## config.mk

```make
export PLATFORM = sky130hd
export DESIGN_NAME = iccm_controller
export DESIGN_NICKNAME = d
export VERILOG_FILES = /design/src/hw/boot_pkg.sv /design/src/hw/iccm_controller.sv
export SDC_FILE = /design/constraint.sdc
export NUM_CORES = 1
export LEC_CHECK = 0
export CORE_MARGIN = 4
export CORE_UTILIZATION = 60
export DETAILED_ROUTE_END_ITERATION = 6
export DONT_BUFFER_PORTS = 1
export PLACE_DENSITY = 0.72
export SKIP_LAST_GASP = 1
export SYNTH_ARGS = -nofsm -noshare
export SYNTH_HDL_FRONTEND = slang
export SYNTH_SLANG_ARGS = --single-unit
```

## constraint.sdc

```tcl
create_clock -name clk_i -period 4.6 [get_ports clk_i]
set_input_delay 0.92 -clock clk_i [delete_from_list [all_inputs] [get_ports clk_i]]
set_output_delay 0.92 -clock clk_i [all_outputs]
set_load 0.005 [all_outputs]
```

## src/hw/boot_pkg.sv

```systemverilog
package boot_pkg;

  // widths of the load path
  localparam int unsigned BYTE_W  = 8;
  localparam int unsigned WORD_W  = 32;
  localparam int unsigned IADDR_W = 10;
  localparam int unsigned BAUD_W  = 16;

  typedef logic [BYTE_W-1:0]  byte_t;
  typedef logic [WORD_W-1:0]  word_t;
  typedef logic [IADDR_W-1:0] iaddr_t;
  typedef logic [BAUD_W-1:0]  baud_div_t;

  // instruction memory size in words
  localparam int unsigned IMEM_DEPTH = 1024;

  // marker word closing a program load, never stored
  localparam word_t END_OF_PROG = 32'h0000_0FFF;

  typedef enum logic [1:0] {
    CTRL_IDLE = 2'd0,
    CTRL_LOAD = 2'd1,
    CTRL_DONE = 2'd2
  } ctrl_state_e;

  typedef enum logic [1:0] {
    RX_IDLE  = 2'd0,
    RX_START = 2'd1,
    RX_DATA  = 2'd2,
    RX_STOP  = 2'd3
  } rx_state_e;

endpackage

```

## src/hw/iccm_controller.sv

```systemverilog
module iccm_controller (
  input  logic             clk_i,
  input  logic             rst_n_i,
  input  logic             prog_i,
  input  logic             rx_dv_i,
  input  boot_pkg::byte_t  rx_byte_i,
  output logic             we_o,
  output boot_pkg::iaddr_t addr_o,
  output boot_pkg::word_t  wdata_o,
  output logic             prog_rst_n_o
);

  boot_pkg::ctrl_state_e state_q;
  logic [1:0]            byte_cnt_q;
  boot_pkg::word_t       word_q;
  boot_pkg::word_t       next_word;
  logic                  byte_take;
  logic                  word_done;

  // first byte ends up in the low bits after four shifts
  assign next_word = {rx_byte_i, word_q[31:8]};

  assign byte_take = (state_q == boot_pkg::CTRL_LOAD) && rx_dv_i;
  assign word_done = byte_take && (byte_cnt_q == 2'd3);

  // word register holds the finished word while we_o is high
  assign wdata_o = word_q;

  // core held in reset for the whole load
  assign prog_rst_n_o = (state_q != boot_pkg::CTRL_LOAD);

  always_ff @(posedge clk_i) begin
    if (byte_take) begin
      word_q <= next_word;
    end
  end

  always_ff @(posedge clk_i or negedge rst_n_i) begin
    if (!rst_n_i) begin
      state_q    <= boot_pkg::CTRL_IDLE;
      byte_cnt_q <= '0;
      addr_o     <= '0;
      we_o       <= 1'b0;
    end else begin
      we_o <= 1'b0;

      // advance once the write has gone out
      if (we_o) begin
        addr_o <= addr_o + 1'b1;
      end

      case (state_q)
        boot_pkg::CTRL_IDLE,
        boot_pkg::CTRL_DONE: begin
          // prog_i still high here starts a fresh load
          if (prog_i) begin
            state_q    <= boot_pkg::CTRL_LOAD;
            byte_cnt_q <= '0;
            addr_o     <= '0;
          end
        end

        boot_pkg::CTRL_LOAD: begin
          if (rx_dv_i) begin
            byte_cnt_q <= byte_cnt_q + 1'b1;
          end
          if (word_done) begin
            if (next_word == boot_pkg::END_OF_PROG) begin
              state_q <= boot_pkg::CTRL_DONE;
            end else begin
              we_o <= 1'b1;
            end
          end
        end

        default: begin
          state_q <= boot_pkg::CTRL_IDLE;
        end
      endcase
    end
  end

endmodule

```

---- Word level (Yosys, flattened, before mapping) ----
Cells that the tools add are included.
cells by class
  add/subtract/negate cells ............... 2
  multipliers ............................. 0
  divide/modulo/power cells ............... 0
  order comparisons ....................... 0
  eq/ne operators ......................... 9
  shift-type cells ........................ 0
  mux-type cells .......................... 13
  bitwise gates (word level) .............. 0
  reduce and logical (&&, ||, !) cells .... 7
operators by type and width
  kind                                                   count
  == test 32 x 12 -> 1 bit, second input constant        1
  two-way mux 10 bit                                     3
  adder 10 x 1 -> 10 bit, second input constant          1
  two-way mux 2 bit                                      5
  case mux 2 bit (2 select lines)                        2
  inequality test 2 bit, second input constant           3
  AND reduction 3 bit                                    2
  == test 2 bit, second input constant                   2
  inequality test 2 x 1 -> 1 bit, second input constant  2
  two-way mux 1 bit                                      3
  adder 2 x 1 -> 2 bit, second input constant            1
  == test 2 x 1 -> 1 bit, second input constant          1
  logical AND 1 bit                                      2
  logical NOT 2 bit                                      1
  nonzero test 2 bit                                     1
  OR reduction 2 bit                                     1
word-level totals
  flip-flop bits (word level) ............. 47
  latch bits .............................. 0
  memory bits (writable) .................. 0
  memory bits (read-only) ................. 0
  input port bits ......................... 12
  output and inout port bits .............. 44
  logic and storage cells ................. 36
  memories ................................ 0

---- Depth between registers and ports, before layout ----
  depth in word-level cells ............... 5
  mapped depth ............................ 4
  gate-level depth less buffers ........... 4

---- Worst setup path before layout ----
Ideal clock, no wire load.
  path kind ............................... input to register
  from .................................... in rx_dv_i
  to ...................................... reg we_o
  library setup time ...................... 78 ps
  arrival time ............................ 2475 ps
  data required time ...................... 4522 ps
  setup slack ............................. 2048 ps
  stages .................................. 4
  buffers on the path ..................... 1
  path through ............................ and3b_1 -> clkbuf_1 -> and2_1 -> a21boi_1
on the way
  cells in the longest elaborated chain, start to end .. 4
RTL lines
  what                    line                   source
  start: declaration      iccm_controller.sv:5   input logic rx_dv_i,
  logical AND 1 bit       iccm_controller.sv:23  assign byte_take = (state_q == boot_pkg::CTRL_LOAD) && rx_dv_i;
  net byte_take           iccm_controller.sv:17  logic byte_take;
  logical AND 1 bit       iccm_controller.sv:24  assign word_done = byte_take && (byte_cnt_q == 2'd3);
  two-way mux 1 bit       iccm_controller.sv:67  if (word_done) begin
  two-way mux 1 bit       iccm_controller.sv:52  case (state_q)
  end signal: assignment  iccm_controller.sv:43  we_o <= 1'b0;
  end signal: assignment  iccm_controller.sv:45  we_o <= 1'b0;
  end signal: assignment  iccm_controller.sv:71  we_o <= 1'b1;
  end: declaration        iccm_controller.sv:7   output logic we_o,
The timed path passes the listed nets, and every way through them passes these cells.
A chain may end at the register's enable or synchronous reset.

---- Final worst setup path ----
  from .................................... reg state_q[1]
  to ...................................... out prog_rst_n_o
on the way
  cells in the longest elaborated chain, start to end .. 1
RTL lines
  what                            line                   source
  start: declaration              iccm_controller.sv:13  boot_pkg::ctrl_state_e state_q;
  start signal: assignment        iccm_controller.sv:40  state_q <= boot_pkg::CTRL_IDLE;
  start signal: assignment        iccm_controller.sv:57  state_q <= boot_pkg::CTRL_LOAD;
  start signal: assignment        iccm_controller.sv:69  state_q <= boot_pkg::CTRL_DONE;
  inequality test 2 x 1 -> 1 bit  iccm_controller.sv:30  assign prog_rst_n_o = (state_q != boot_pkg::CTRL_LOAD);
  end: declaration                iccm_controller.sv:10  output logic prog_rst_n_o
Every way passes these cells.

==> results.sh <==
export IMPL_initial_core_util=0.641
export IMPL_yosys_area_top_type="edfxtp_1"
export IMPL_yosysMostFrequentCell="edfxtp_1"
export IMPL_dieHeight_um=62.7
export IMPL_clock_path_buffers=2
export IMPL_fmax_ghz=0.539
export IMPL_synth_edff_count=32
export IMPL_post_route_period_util=0.403
export IMPL_grt_pass1_vias=914
export IMPL_worst_path_dominant_cell_family="flip-flops"
export IMPL_synth_area_mm2=0.00180
export IMPL_hold_viol=0
export IMPL_hpwl_um=1990
export IMPL_grt_pass1_wl_um=4540
export IMPL_period_minus_slack_ns=1.85
export IMPL_outcome="completed"
export IMPL_wl_um=2660
export IMPL_grt_overflow_total=0
export IMPL_async_flop_share=0.319
export IMPL_rows=19
export IMPL_critPathMaxStageDelay_ns=0.41
export IMPL_cts_max_level=2
export IMPL_ys_seq_area_frac=0.743
export IMPL_powerDensity_mw_per_mm2=469
export IMPL_worst_setup_path_type="flop to output pin"
export IMPL_tightest_slew_ns=0.747
export IMPL_vias=923
export IMPL_fill_cells=212
export IMPL_yosysUniqueCellTypes=32
export IMPL_drive_above_1_share=0.111
export IMPL_cts_root_buf="clkbuf_4"
export IMPL_drv_slew=0
export IMPL_leakage_nw=0.684
export IMPL_wl_per_cell_um=18.0
export IMPL_synthesis_nets=125
export IMPL_holdCritPathClass="input pin to async pin"
export IMPL_synth_seq_cells=47
export IMPL_ir_worst_vdd_v=0.000226
export IMPL_die_w_um=62.7
export IMPL_ant_nets=0
export IMPL_critPathSlowestCell="dfrtp_1"
export IMPL_final_setup_viol_count=0
export IMPL_insertion_delay_ns=0.35
export IMPL_post_cts_buffers=0
export IMPL_cp_end_kind="output pin"
export IMPL_first_iter_violations=55
export IMPL_io_buffers=0
export IMPL_grt_use_total=0.151
export IMPL_cts_resized=0
export IMPL_synthTopCellsByArea="edfxtp_1 (53%), dfrtp_1 (21%), nand4_1 (1.7%)"
export IMPL_dieArea_mm2=0.00394
export IMPL_ys_top_cells_by_count="edfxtp_1 (32), dfrtp_1 (15), nand2_1 (6)"
export IMPL_syn_area_per_cell_um2=16.2
export IMPL_cp_arrival_ns=0.93
export IMPL_yosys_warnings=0
export IMPL_start_kind="flop"
export IMPL_antenna_found_initial=0
export IMPL_clkSinkCount=47
export IMPL_slew_headroom=0.501
export IMPL_cts_made_buffers=5
export IMPL_rsz0062_at_grt="false"
export IMPL_antennaDiodeCount=0
export IMPL_drc_errors=0
export IMPL_crit_fanout=3
export IMPL_grt_max_degree=37
export IMPL_fin_skew_ns=0.0110
export IMPL_synth_ff_type="edfxtp_1"
export IMPL_syn_inst=111
export IMPL_gp_congestion=0.753
export IMPL_nets=130
export IMPL_area_growth_pct=5.08
export IMPL_clkSlewWorstSetupHoldPaths_ns=0.13
export IMPL_synth_top_area_share=0.534
export IMPL_crit_chain="nand2b_1"
export IMPL_drt_pass1_iterations=4
export IMPL_worstPathRequired_ns=3.68
export IMPL_place_area_mm2=0.00183
export IMPL_via_per_inst=6.24
export IMPL_ctsHoldBuffers=0
export IMPL_whs_ns=0.242
export IMPL_setup_tns_final_ns=0
export IMPL_maxCapViolations=0
export IMPL_fin_area_mm2=0.00189
export IMPL_coreArea_mm2=0.00281
export IMPL_io_pins=56
export IMPL_critPathBufInv=0
export IMPL_cts_tree="done"
-- state kept, by name, indices dropped and copies added, names as in the netlist --
register	flops
addr_o	10
we_o	1
state_q	2
wdata_o	32
byte_cnt_q	2
-- path summary, 6_finish.rpt --
check	start	endpoint	slack, ns	cells past startpoint
setup / recovery	state_q[1]	prog_rst_n_o	2.75	1
hold / removal	rst_n_i	addr_o[6]	0.24	0
setup reg to reg	wdata_o[21]	state_q[0]	2.95	3
hold reg to reg	byte_cnt_q[0]	byte_cnt_q[0]	0.50	1
max in group asynchronous	rst_n_i	byte_cnt_q[0]	4.28	0
min in group clk_i	byte_cnt_q[0]	byte_cnt_q[0]	0.50	1
-- power by group --
part	internal, W	switching, W
Combinational	0.0000466	0.0000565
Clock	0.0000617	0.000124
Sequential	0.000514	0.0000830
Total	0.000623	0.000264
-- metal layers --
layer | track usage | wire length (um)
met1 | 0.172 | 1070
met2 | 0.237 | 1320
met3 | 0.0935 | 261
met4 | 0.0413 | 13
met5 | 0 | 0
-- metrics by stage --
step | power, W | instances | util | setup WS, ns
3_3_place_gp | 0.000704 | 140 | 0.652 | 2.74
2_1_floorplan | 0.000679 | 111 | - | 2.05
5_1_grt | 0.000953 | 148 | 0.674 | 2.68
4_1_cts | 0.000895 | 148 | 0.674 | 2.73
6_report | 0.000887 | 148 | 0.674 | 2.75
3_5_place_dp | 0.000712 | 140 | 0.652 | 2.69
-- cell usage in the layout, fill, tap and decap left out, types with 2 or more instances in the layout --
master / n
a21oi_1: 5
clkbuf_4: 5
dfrtp_1: 15
edfxtp_1: 32
ha_1: 2
inv_1: 2
mux2i_1: 2
nand2_1: 6
nand2b_1: 2
nand4_1: 5
nor2_1: 5
nor4_1: 4
o21ai_0: 2
o31ai_1: 4
or4_1: 4
xor2_1: 3
-- layout make-up --
type                       instances  area, um^2  share of cell area
clock buffer                       5        37.5              0.0199
clock inverter                     3        22.5              0.0119
inverter                           2        7.51             0.00397
multi-input combinational         59         439               0.232
sequential                        47        1340               0.707
tap                               31        38.8              0.0205
timing repair buffer               1        7.51             0.00397
-- logic make-up (layout without fill, tap and decap cells) --
family / after synthesis / in the layout / synth area share
DFF: 47 / 47 / 0.743
buffers and inverters: 5 / 11 / 0.0125
AOI/OAI and AO/OA: 14 / 14 / 0.0501
xor gates and xnor gates: 4 / 4 / 0.0195
and+or+nand+nor: 37 / 37 / 0.150
muxes: 2 / 2 / 0.0111
adders and majority gates: 2 / 2 / 0.0139
Power figures use the tool's default switching activity.
