--- config.mk ---
export PLATFORM = sky130hd
export DESIGN_NAME = uart_rx_prog
export DESIGN_NICKNAME = d
export VERILOG_FILES = /design/src/hw/boot_pkg.sv /design/src/hw/uart_rx_prog.sv
export SDC_FILE = /design/constraint.sdc
export NUM_CORES = 1
export LEC_CHECK = 0
export ABC_AREA = 1
export BUFFER_PORTS_ARGS = -buffer_cell sky130_fd_sc_hd__buf_2
export CORE_MARGIN = 5
export CORE_UTILIZATION = 64
export DETAILED_ROUTE_END_ITERATION = 6
export GPL_TIMING_DRIVEN = 0
export HOLD_SLACK_MARGIN = 0.12
export PLACE_DENSITY = 0.86
export RECOVER_POWER = 25
export SLEW_MARGIN = 20
export SYNTH_ARGS = -nofsm -noshare
export SYNTH_HDL_FRONTEND = slang
export SYNTH_SLANG_ARGS = --single-unit
--- constraint.sdc ---
create_clock -name clk_i -period 5.9 [get_ports clk_i]
set_input_delay 1.18 -clock clk_i [delete_from_list [all_inputs] [get_ports clk_i]]
set_output_delay 1.18 -clock clk_i [all_outputs]
set_load 0.01 [all_outputs]
--- src/hw/boot_pkg.sv ---
package boot_pkg;

  // widths of the load path
  localparam int unsigned BYTE_W  = 8;
  localparam int unsigned WORD_W  = 32;
  localparam int unsigned IADDR_W = 10;
  localparam int unsigned BAUD_W  = 16;

  typedef logic [BYTE_W-1:0]  byte_t;
  typedef logic [WORD_W-1:0]  word_t;
  typedef logic [IADDR_W-1:0] iaddr_t;
  typedef logic [BAUD_W-1:0]  baud_div_t;

  // instruction memory size in words
  localparam int unsigned IMEM_DEPTH = 1024;

  // marker word closing a program load, never stored
  localparam word_t END_OF_PROG = 32'h0000_0FFF;

  typedef enum logic [1:0] {
    CTRL_IDLE = 2'd0,
    CTRL_LOAD = 2'd1,
    CTRL_DONE = 2'd2
  } ctrl_state_e;

  typedef enum logic [1:0] {
    RX_IDLE  = 2'd0,
    RX_START = 2'd1,
    RX_DATA  = 2'd2,
    RX_STOP  = 2'd3
  } rx_state_e;

endpackage

--- src/hw/uart_rx_prog.sv ---
module uart_rx_prog (
  input  logic                clk_i,
  input  logic                rst_n_i,
  input  logic                rx_i,
  input  boot_pkg::baud_div_t clks_per_bit_i,
  output logic                rx_dv_o,
  output boot_pkg::byte_t     rx_byte_o
);

  boot_pkg::rx_state_e state_q;
  boot_pkg::baud_div_t cnt_q;
  boot_pkg::baud_div_t half_bit;
  logic [2:0]          bit_idx_q;

  logic rx_meta_q;
  logic rx_sync_q;
  logic rx_prev_q;

  logic start_edge;
  logic half_end;
  logic bit_end;

  // two flop synchronizer plus one flop for edge detection
  always_ff @(posedge clk_i or negedge rst_n_i) begin
    if (!rst_n_i) begin
      rx_meta_q <= 1'b1;
      rx_sync_q <= 1'b1;
      rx_prev_q <= 1'b1;
    end else begin
      rx_meta_q <= rx_i;
      rx_sync_q <= rx_meta_q;
      rx_prev_q <= rx_sync_q;
    end
  end

  assign start_edge = rx_prev_q & ~rx_sync_q;

  // half a bit period to reach the middle of the start bit
  assign half_bit = clks_per_bit_i >> 1;
  assign half_end = (cnt_q == half_bit - 1'b1);
  assign bit_end  = (cnt_q == clks_per_bit_i - 1'b1);

  always_ff @(posedge clk_i or negedge rst_n_i) begin
    if (!rst_n_i) begin
      state_q   <= boot_pkg::RX_IDLE;
      cnt_q     <= '0;
      bit_idx_q <= '0;
      rx_dv_o   <= 1'b0;
    end else begin
      rx_dv_o <= 1'b0;
      case (state_q)
        boot_pkg::RX_IDLE: begin
          cnt_q     <= '0;
          bit_idx_q <= '0;
          if (start_edge) begin
            state_q <= boot_pkg::RX_START;
          end
        end

        boot_pkg::RX_START: begin
          if (half_end) begin
            cnt_q <= '0;
            // line back high at mid start bit means a glitch
            if (!rx_sync_q) begin
              state_q <= boot_pkg::RX_DATA;
            end else begin
              state_q <= boot_pkg::RX_IDLE;
            end
          end else begin
            cnt_q <= cnt_q + 1'b1;
          end
        end

        boot_pkg::RX_DATA: begin
          if (bit_end) begin
            cnt_q     <= '0;
            bit_idx_q <= bit_idx_q + 1'b1;
            if (bit_idx_q == 3'd7) begin
              state_q <= boot_pkg::RX_STOP;
            end
          end else begin
            cnt_q <= cnt_q + 1'b1;
          end
        end

        boot_pkg::RX_STOP: begin
          if (bit_end) begin
            cnt_q <= '0;
            // frame error drops the byte silently
            rx_dv_o <= rx_sync_q;
            state_q <= boot_pkg::RX_IDLE;
          end else begin
            cnt_q <= cnt_q + 1'b1;
          end
        end

        default: begin
          state_q <= boot_pkg::RX_IDLE;
        end
      endcase
    end
  end

  // data bits arrive lsb first
  always_ff @(posedge clk_i) begin
    if ((state_q == boot_pkg::RX_DATA) && bit_end) begin
      rx_byte_o <= {rx_sync_q, rx_byte_o[7:1]};
    end
  end

endmodule

# [Word level (Yosys, flattened, before mapping)]
# Cells that the tools add are included.
[totals] out_inout_bits=9 register_bits=33
[classes] mux=14 bitwise=2 n_eq_ne=11 reduce_logical=6 add_sub_neg=4
[op_table] cell="$pmux 16 s3" count=1
[op_table] cell="$eq 16x16->1" count=2
[op_table] cell="$mux 16" count=2
[op_table] cell="$add 16x1->16 const B" count=1
[op_table] cell="$sub 15x1->16 const B" count=1
[op_table] cell="$sub 16x1->16 const B" count=1
[op_table] cell="$mux 2" count=6
[op_table] cell="$ne 2x2->1 const B" count=5
[op_table] cell="$pmux 2 s4" count=1
[op_table] cell="$pmux 3 s2" count=1
[op_table] cell="$reduce_and 5->1" count=1
[op_table] cell="$eq 2x2->1 const B" count=2
[op_table] cell="$add 3x1->3 const B" count=1
[op_table] cell="$eq 3x3->1 const B" count=1
[op_table] cell="$mux 3" count=1
[op_table] cell="$eq 2x1->1 const B" count=1
[op_table] cell="$logic_not 2->1" count=1
[op_table] cell="$mux 1" count=2
[op_table] cell="$reduce_and 2->1" count=1
[op_table] cell="$reduce_bool 2->1" count=1
[op_table] cell="$reduce_or 2->1" count=1
[op_table] cell="$and 1x1->1" count=1
[op_table] cell="$logic_and 1x1->1" count=1
[op_table] cell="$not 1->1" count=1

# [Longest topological paths before layout]
[depth] ltp_word=4 ltp_mapped=17 mapped_depth_nobuf=17

# [Worst setup path after synthesis]
# No wires, ideal clock.
[synth_timing] path_type="input port to flip-flop" from="input port clks_per_bit_i[1]" to="register rx_byte_o[0] (enable)" cell_stages=12 arrival_time_ns=2.883 setup_slack_ns=2.642 n_path_buf=0 path_cell_list="inv_1 -> ha_1 -> inv_2 -> nor2_4 -> nand3_2 -> o21ai_2 -> nand2_1 -> nand2_1 -> nand2_1 -> nor2_1 -> nand3_2 -> nor2_1"
[synth_via] elab_chain_cells=3
[synth_rtl] element="from (decl)" line="uart_rx_prog.sv:5" source="input boot_pkg::baud_div_t clks_per_bit_i,"
[synth_rtl] element="$sub 16x1->16" line="uart_rx_prog.sv:41" source="assign bit_end = (cnt_q == clks_per_bit_i - 1'b1);"
[synth_rtl] element="$eq 16x16->1" line="uart_rx_prog.sv:41"
[synth_rtl] element="$logic_and 1x1->1" line="uart_rx_prog.sv:106" source="if ((state_q == boot_pkg::RX_DATA) && bit_end) begin"
[synth_rtl] element="to (signal assigned)" line="uart_rx_prog.sv:107" source="rx_byte_o <= {rx_sync_q, rx_byte_o[7:1]};"
[synth_rtl] element="to (decl)" line="uart_rx_prog.sv:7" source="output boot_pkg::byte_t rx_byte_o"
# Every way passes these cells.
# A chain may end at the register's enable or synchronous reset.

# [Worst setup path in the final report]
[layout_timing] from="input port clks_per_bit_i[1]" to="register rx_byte_o[1] (enable)"
# The elaborated chain is that of the path after synthesis.

==> run metrics <==
Setup WS pre-CTS=2.10 ns; number of flip-flops and latches in the synthesized netlist=33; H-tree Lvls=2; via count of the first global-routing pass=roughly 2.4k; biggest area contributors in the synthesized netlist=sky130_fd_sc_hd__dfrtp_1 (20%), sky130_fd_sc_hd__nand2_1 (17%), sky130_fd_sc_hd__edfxtp_1 (8.7%); Worst Skew=about 0.013 ns; area of the mapped netlist=2770 um^2; overall die width=75.8 um; setup slack on the worst flop-to-flop path=3.56 ns; drt wl/cell=12.6 um; worst path arrival time=3.37 ns; clock slew at the register clock pins of the worst setup and hold paths=0.06 ns; ANT cells=0; largest net degree at the start of global routing=26; Internal=411 uW; setup repair bufs after CTS=0; capturing element type of the critical path=register; maximum fanout along the worst path=10; maximum vdd drop=0.237 mV; share of the synthesized area in the top cell type=0.199; run status=finished, final reports clean; most frequent standard cell in the layout excluding fill and tap cells=sky130_fd_sc_hd__nand2_1; net count reported at finish=450; async set-or-reset flop fraction in the synthesized netlist=0.758; power density cells=216 nW/um^2; share of the yosys chip area belonging to registers=0.314; post-cts gate resize count=0; critical path required time=5.82 ns; min setup slack post-route=2.45 ns; grt ovf=0; iteration-0 DRC count of the detailed router=173; setup repair after global routing missed its margin=false; total clock sinks=33; actual transition at the worst max-transition pin=1.29 ns; aggregate global-route resource usage=0.237; minimum clock period after layout=3.45 ns; number of cell rows=24; startpoint of the worst-slack reg-to-reg timing path=cnt_q[6]; HPWL after detailed placement=4.70 mm; Hold Violations, Final=0; count of synthesis-stage warnings from yosys=0; reported leakage power=between 1 and 1.5 nW; antenna violations before repair=0; category of the critical setup timing path=primary input to register; wire length after detailed routing=around 6.0 mm; Avg Inst Size Synth=7.03 um^2; most frequent cells in the layout=sky130_fd_sc_hd__nand2_1 (125), sky130_fd_sc_hd__inv_1 (46), sky130_fd_sc_hd__nor2_1 (32); Area Overhead vs Synth=9.93%; number of buffers added by the clock tree synthesis step=5; die area=5750 um^2; relative slew slack=0.141; number of synthesized flops with an enable pin=8; clock group share of total power=0.250; fraction of power consumed by combinational cells=0.346; max cap viols=0; Fmax=290 MHz; count of input and output buffers=25; starting utilization of the core area=0.650; nets in the synthesized netlist=approximately 420; sort of element at the start of the critical path=primary input; clock latency reported for the late side of the worst-skew pair=0.29 ns; count of distinct cell types in the synthesized netlist=31; area inside the core boundary=4260 um^2; buffer depth of the longest clock path=2; leading area contributor after synthesis=sky130_fd_sc_hd__dfrtp_1; last weighted congestion value of the routability-driven placer=0.922; Critical path origin=clks_per_bit_i[1]; switching part of the total power=0.376; fraction of layout cells with a size suffix above 1=0.194; Post-synth top flop=sky130_fd_sc_hd__dfrtp_1; beginning of the worst hold path=rx_meta_q; routed vias/inst=5.33; number of setup violations in the final report=0; Min-Delay Path Class=register to register; sw power=248 uW; sequential cell fraction of total power=0.404; Ports=28; Clock Tree Root=sky130_fd_sc_hd__clkbuf_8; Sum Neg Setup Slack=0 ns; hold buffer count at cts=0; Vert. Die Dim=approximately 76 um; CTS tree=built; count of nets left with antenna violations after detail routing=0; synthesized netlist cell count=394; first-pass iteration count of the detailed router=5; share of the clock period used by the worst path after layout=0.585; via count=between 2k and 3k; drc violations=0; first-pass GRT wire length=between 10 and 15 mm; count of pins over their slew limit=0
==> worst paths after layout <==
kind,to,cells past startpoint
worst max-delay path,rx_byte_o[1],13
worst min-delay path,rx_sync_q,0
worst max register to register,rx_byte_o[1],10
worst min register to register,rx_sync_q,0
max in group asynchronous,asynchronous set/reset pin,1
min in group asynchronous,cnt_q[10],1
==> power by group through the flow <==
stage / combinational (mW) / clock (mW) / sequential (mW)
2_1_floorplan: 0.181 / 0 / 0.266
3_3_place_gp: 0.222 / 0 / 0.270
3_5_place_dp: 0.227 / 0 / 0.271
4_1_cts: 0.229 / 0.170 / 0.266
5_1_grt: 0.258 / 0.182 / 0.269
6_report: 0.228 / 0.165 / 0.266
==> area by class of cell <==
type                    instances  area, um^2
fillers                       346        1220
clock buffers                   5        68.8
repair buffers                 25         124
flip-flops and latches         33         870
inverters                      49         186
clock inverters                 3        17.5
multi-input cells             303        1650
well taps                      52        65.1
plain buffers                   9        61.3
==> sequential cells by signal, indices dropped and copies added, names as in the netlist, named ones only <==
name / flops
rx_sync_q: 1
rx_byte_o: 8
bit_idx_q: 3
rx_dv_o: 1
rx_prev_q: 1
state_q: 1
rx_meta_q: 1
cnt_q: 16
==> through the flow <==
step / util / cell area, um^2 / hold slack (ns) / cells / total power [mW]
global route: 0.714 / 3050 / 0.371 / 479 / 0.709
CTS: 0.715 / 3050 / 0.361 / 479 / 0.665
floorplan: - / 2770 / 0.345 / 394 / 0.447
detailed placement: 0.695 / 2960 / 0.348 / 471 / 0.498
global placement: 0.695 / 2960 / 0.347 / 471 / 0.492
finish: 0.714 / 3050 / 0.364 / 479 / 0.659
==> worst max-delay path: stages <==
cell                      delay [ns]
sky130_fd_sc_hd__buf_2          0.10
sky130_fd_sc_hd__inv_1          0.17
sky130_fd_sc_hd__ha_1           0.36
sky130_fd_sc_hd__inv_2          0.12
sky130_fd_sc_hd__nor2_4         0.13
sky130_fd_sc_hd__nand2_1        0.06
sky130_fd_sc_hd__nand2_1        0.06
sky130_fd_sc_hd__nand2_1        0.05
sky130_fd_sc_hd__nor2_1         0.14
sky130_fd_sc_hd__nand4_1        0.12
sky130_fd_sc_hd__nor2_1         0.13
sky130_fd_sc_hd__nand3_2        0.16
sky130_fd_sc_hd__nor2_1         0.57
==> logic make-up (layout without fill, tap and decap cells) <==
| kind of cell | Yosys count | count (layout) | share of synthesized area |
|---|---|---|---|
| compound gates | 17 | 17 | 0.0357 |
| xor+xnor | 32 | 32 | 0.101 |
| fa+ha+maj | 5 | 5 | 0.0226 |
| buf+inv | 58 | 91 | 0.0894 |
| flops | 33 | 33 | 0.314 |
| simple gates | 249 | 249 | 0.437 |
==> metal layers <==
metal / track usage / routed length (um) / vias up / part of all wire
li1: - / - / 1303 / -
met2: 0.397 / 2950 / 73 / 0.49
met4: 0.101 / 139 / 0 / 0.023
met1: 0.301 / 2630 / 1161 / 0.44
met5: 0 / 0 / - / 0
met3: 0.0383 / 298 / 14 / 0.050
==> synthesized netlist by cell type, types with 3 or more instances <==
library cell / number
sky130_fd_sc_hd__buf_2: 3
sky130_fd_sc_hd__clkbuf_1: 3
sky130_fd_sc_hd__dfrtp_1: 22
sky130_fd_sc_hd__dfstp_2: 3
sky130_fd_sc_hd__edfxtp_1: 8
sky130_fd_sc_hd__ha_1: 5
sky130_fd_sc_hd__inv_1: 46
sky130_fd_sc_hd__nand2_1: 125
sky130_fd_sc_hd__nand2_4: 4
sky130_fd_sc_hd__nand3_1: 31
sky130_fd_sc_hd__nand3b_1: 6
sky130_fd_sc_hd__nand4_1: 7
sky130_fd_sc_hd__nor2_1: 32
sky130_fd_sc_hd__nor2_2: 19
sky130_fd_sc_hd__nor2_4: 8
sky130_fd_sc_hd__nor3_1: 9
sky130_fd_sc_hd__nor3_2: 3
sky130_fd_sc_hd__o21ai_0: 10
sky130_fd_sc_hd__o21bai_1: 3
sky130_fd_sc_hd__xnor2_1: 14
sky130_fd_sc_hd__xor2_1: 18
(Power assumes the default switching activity.)
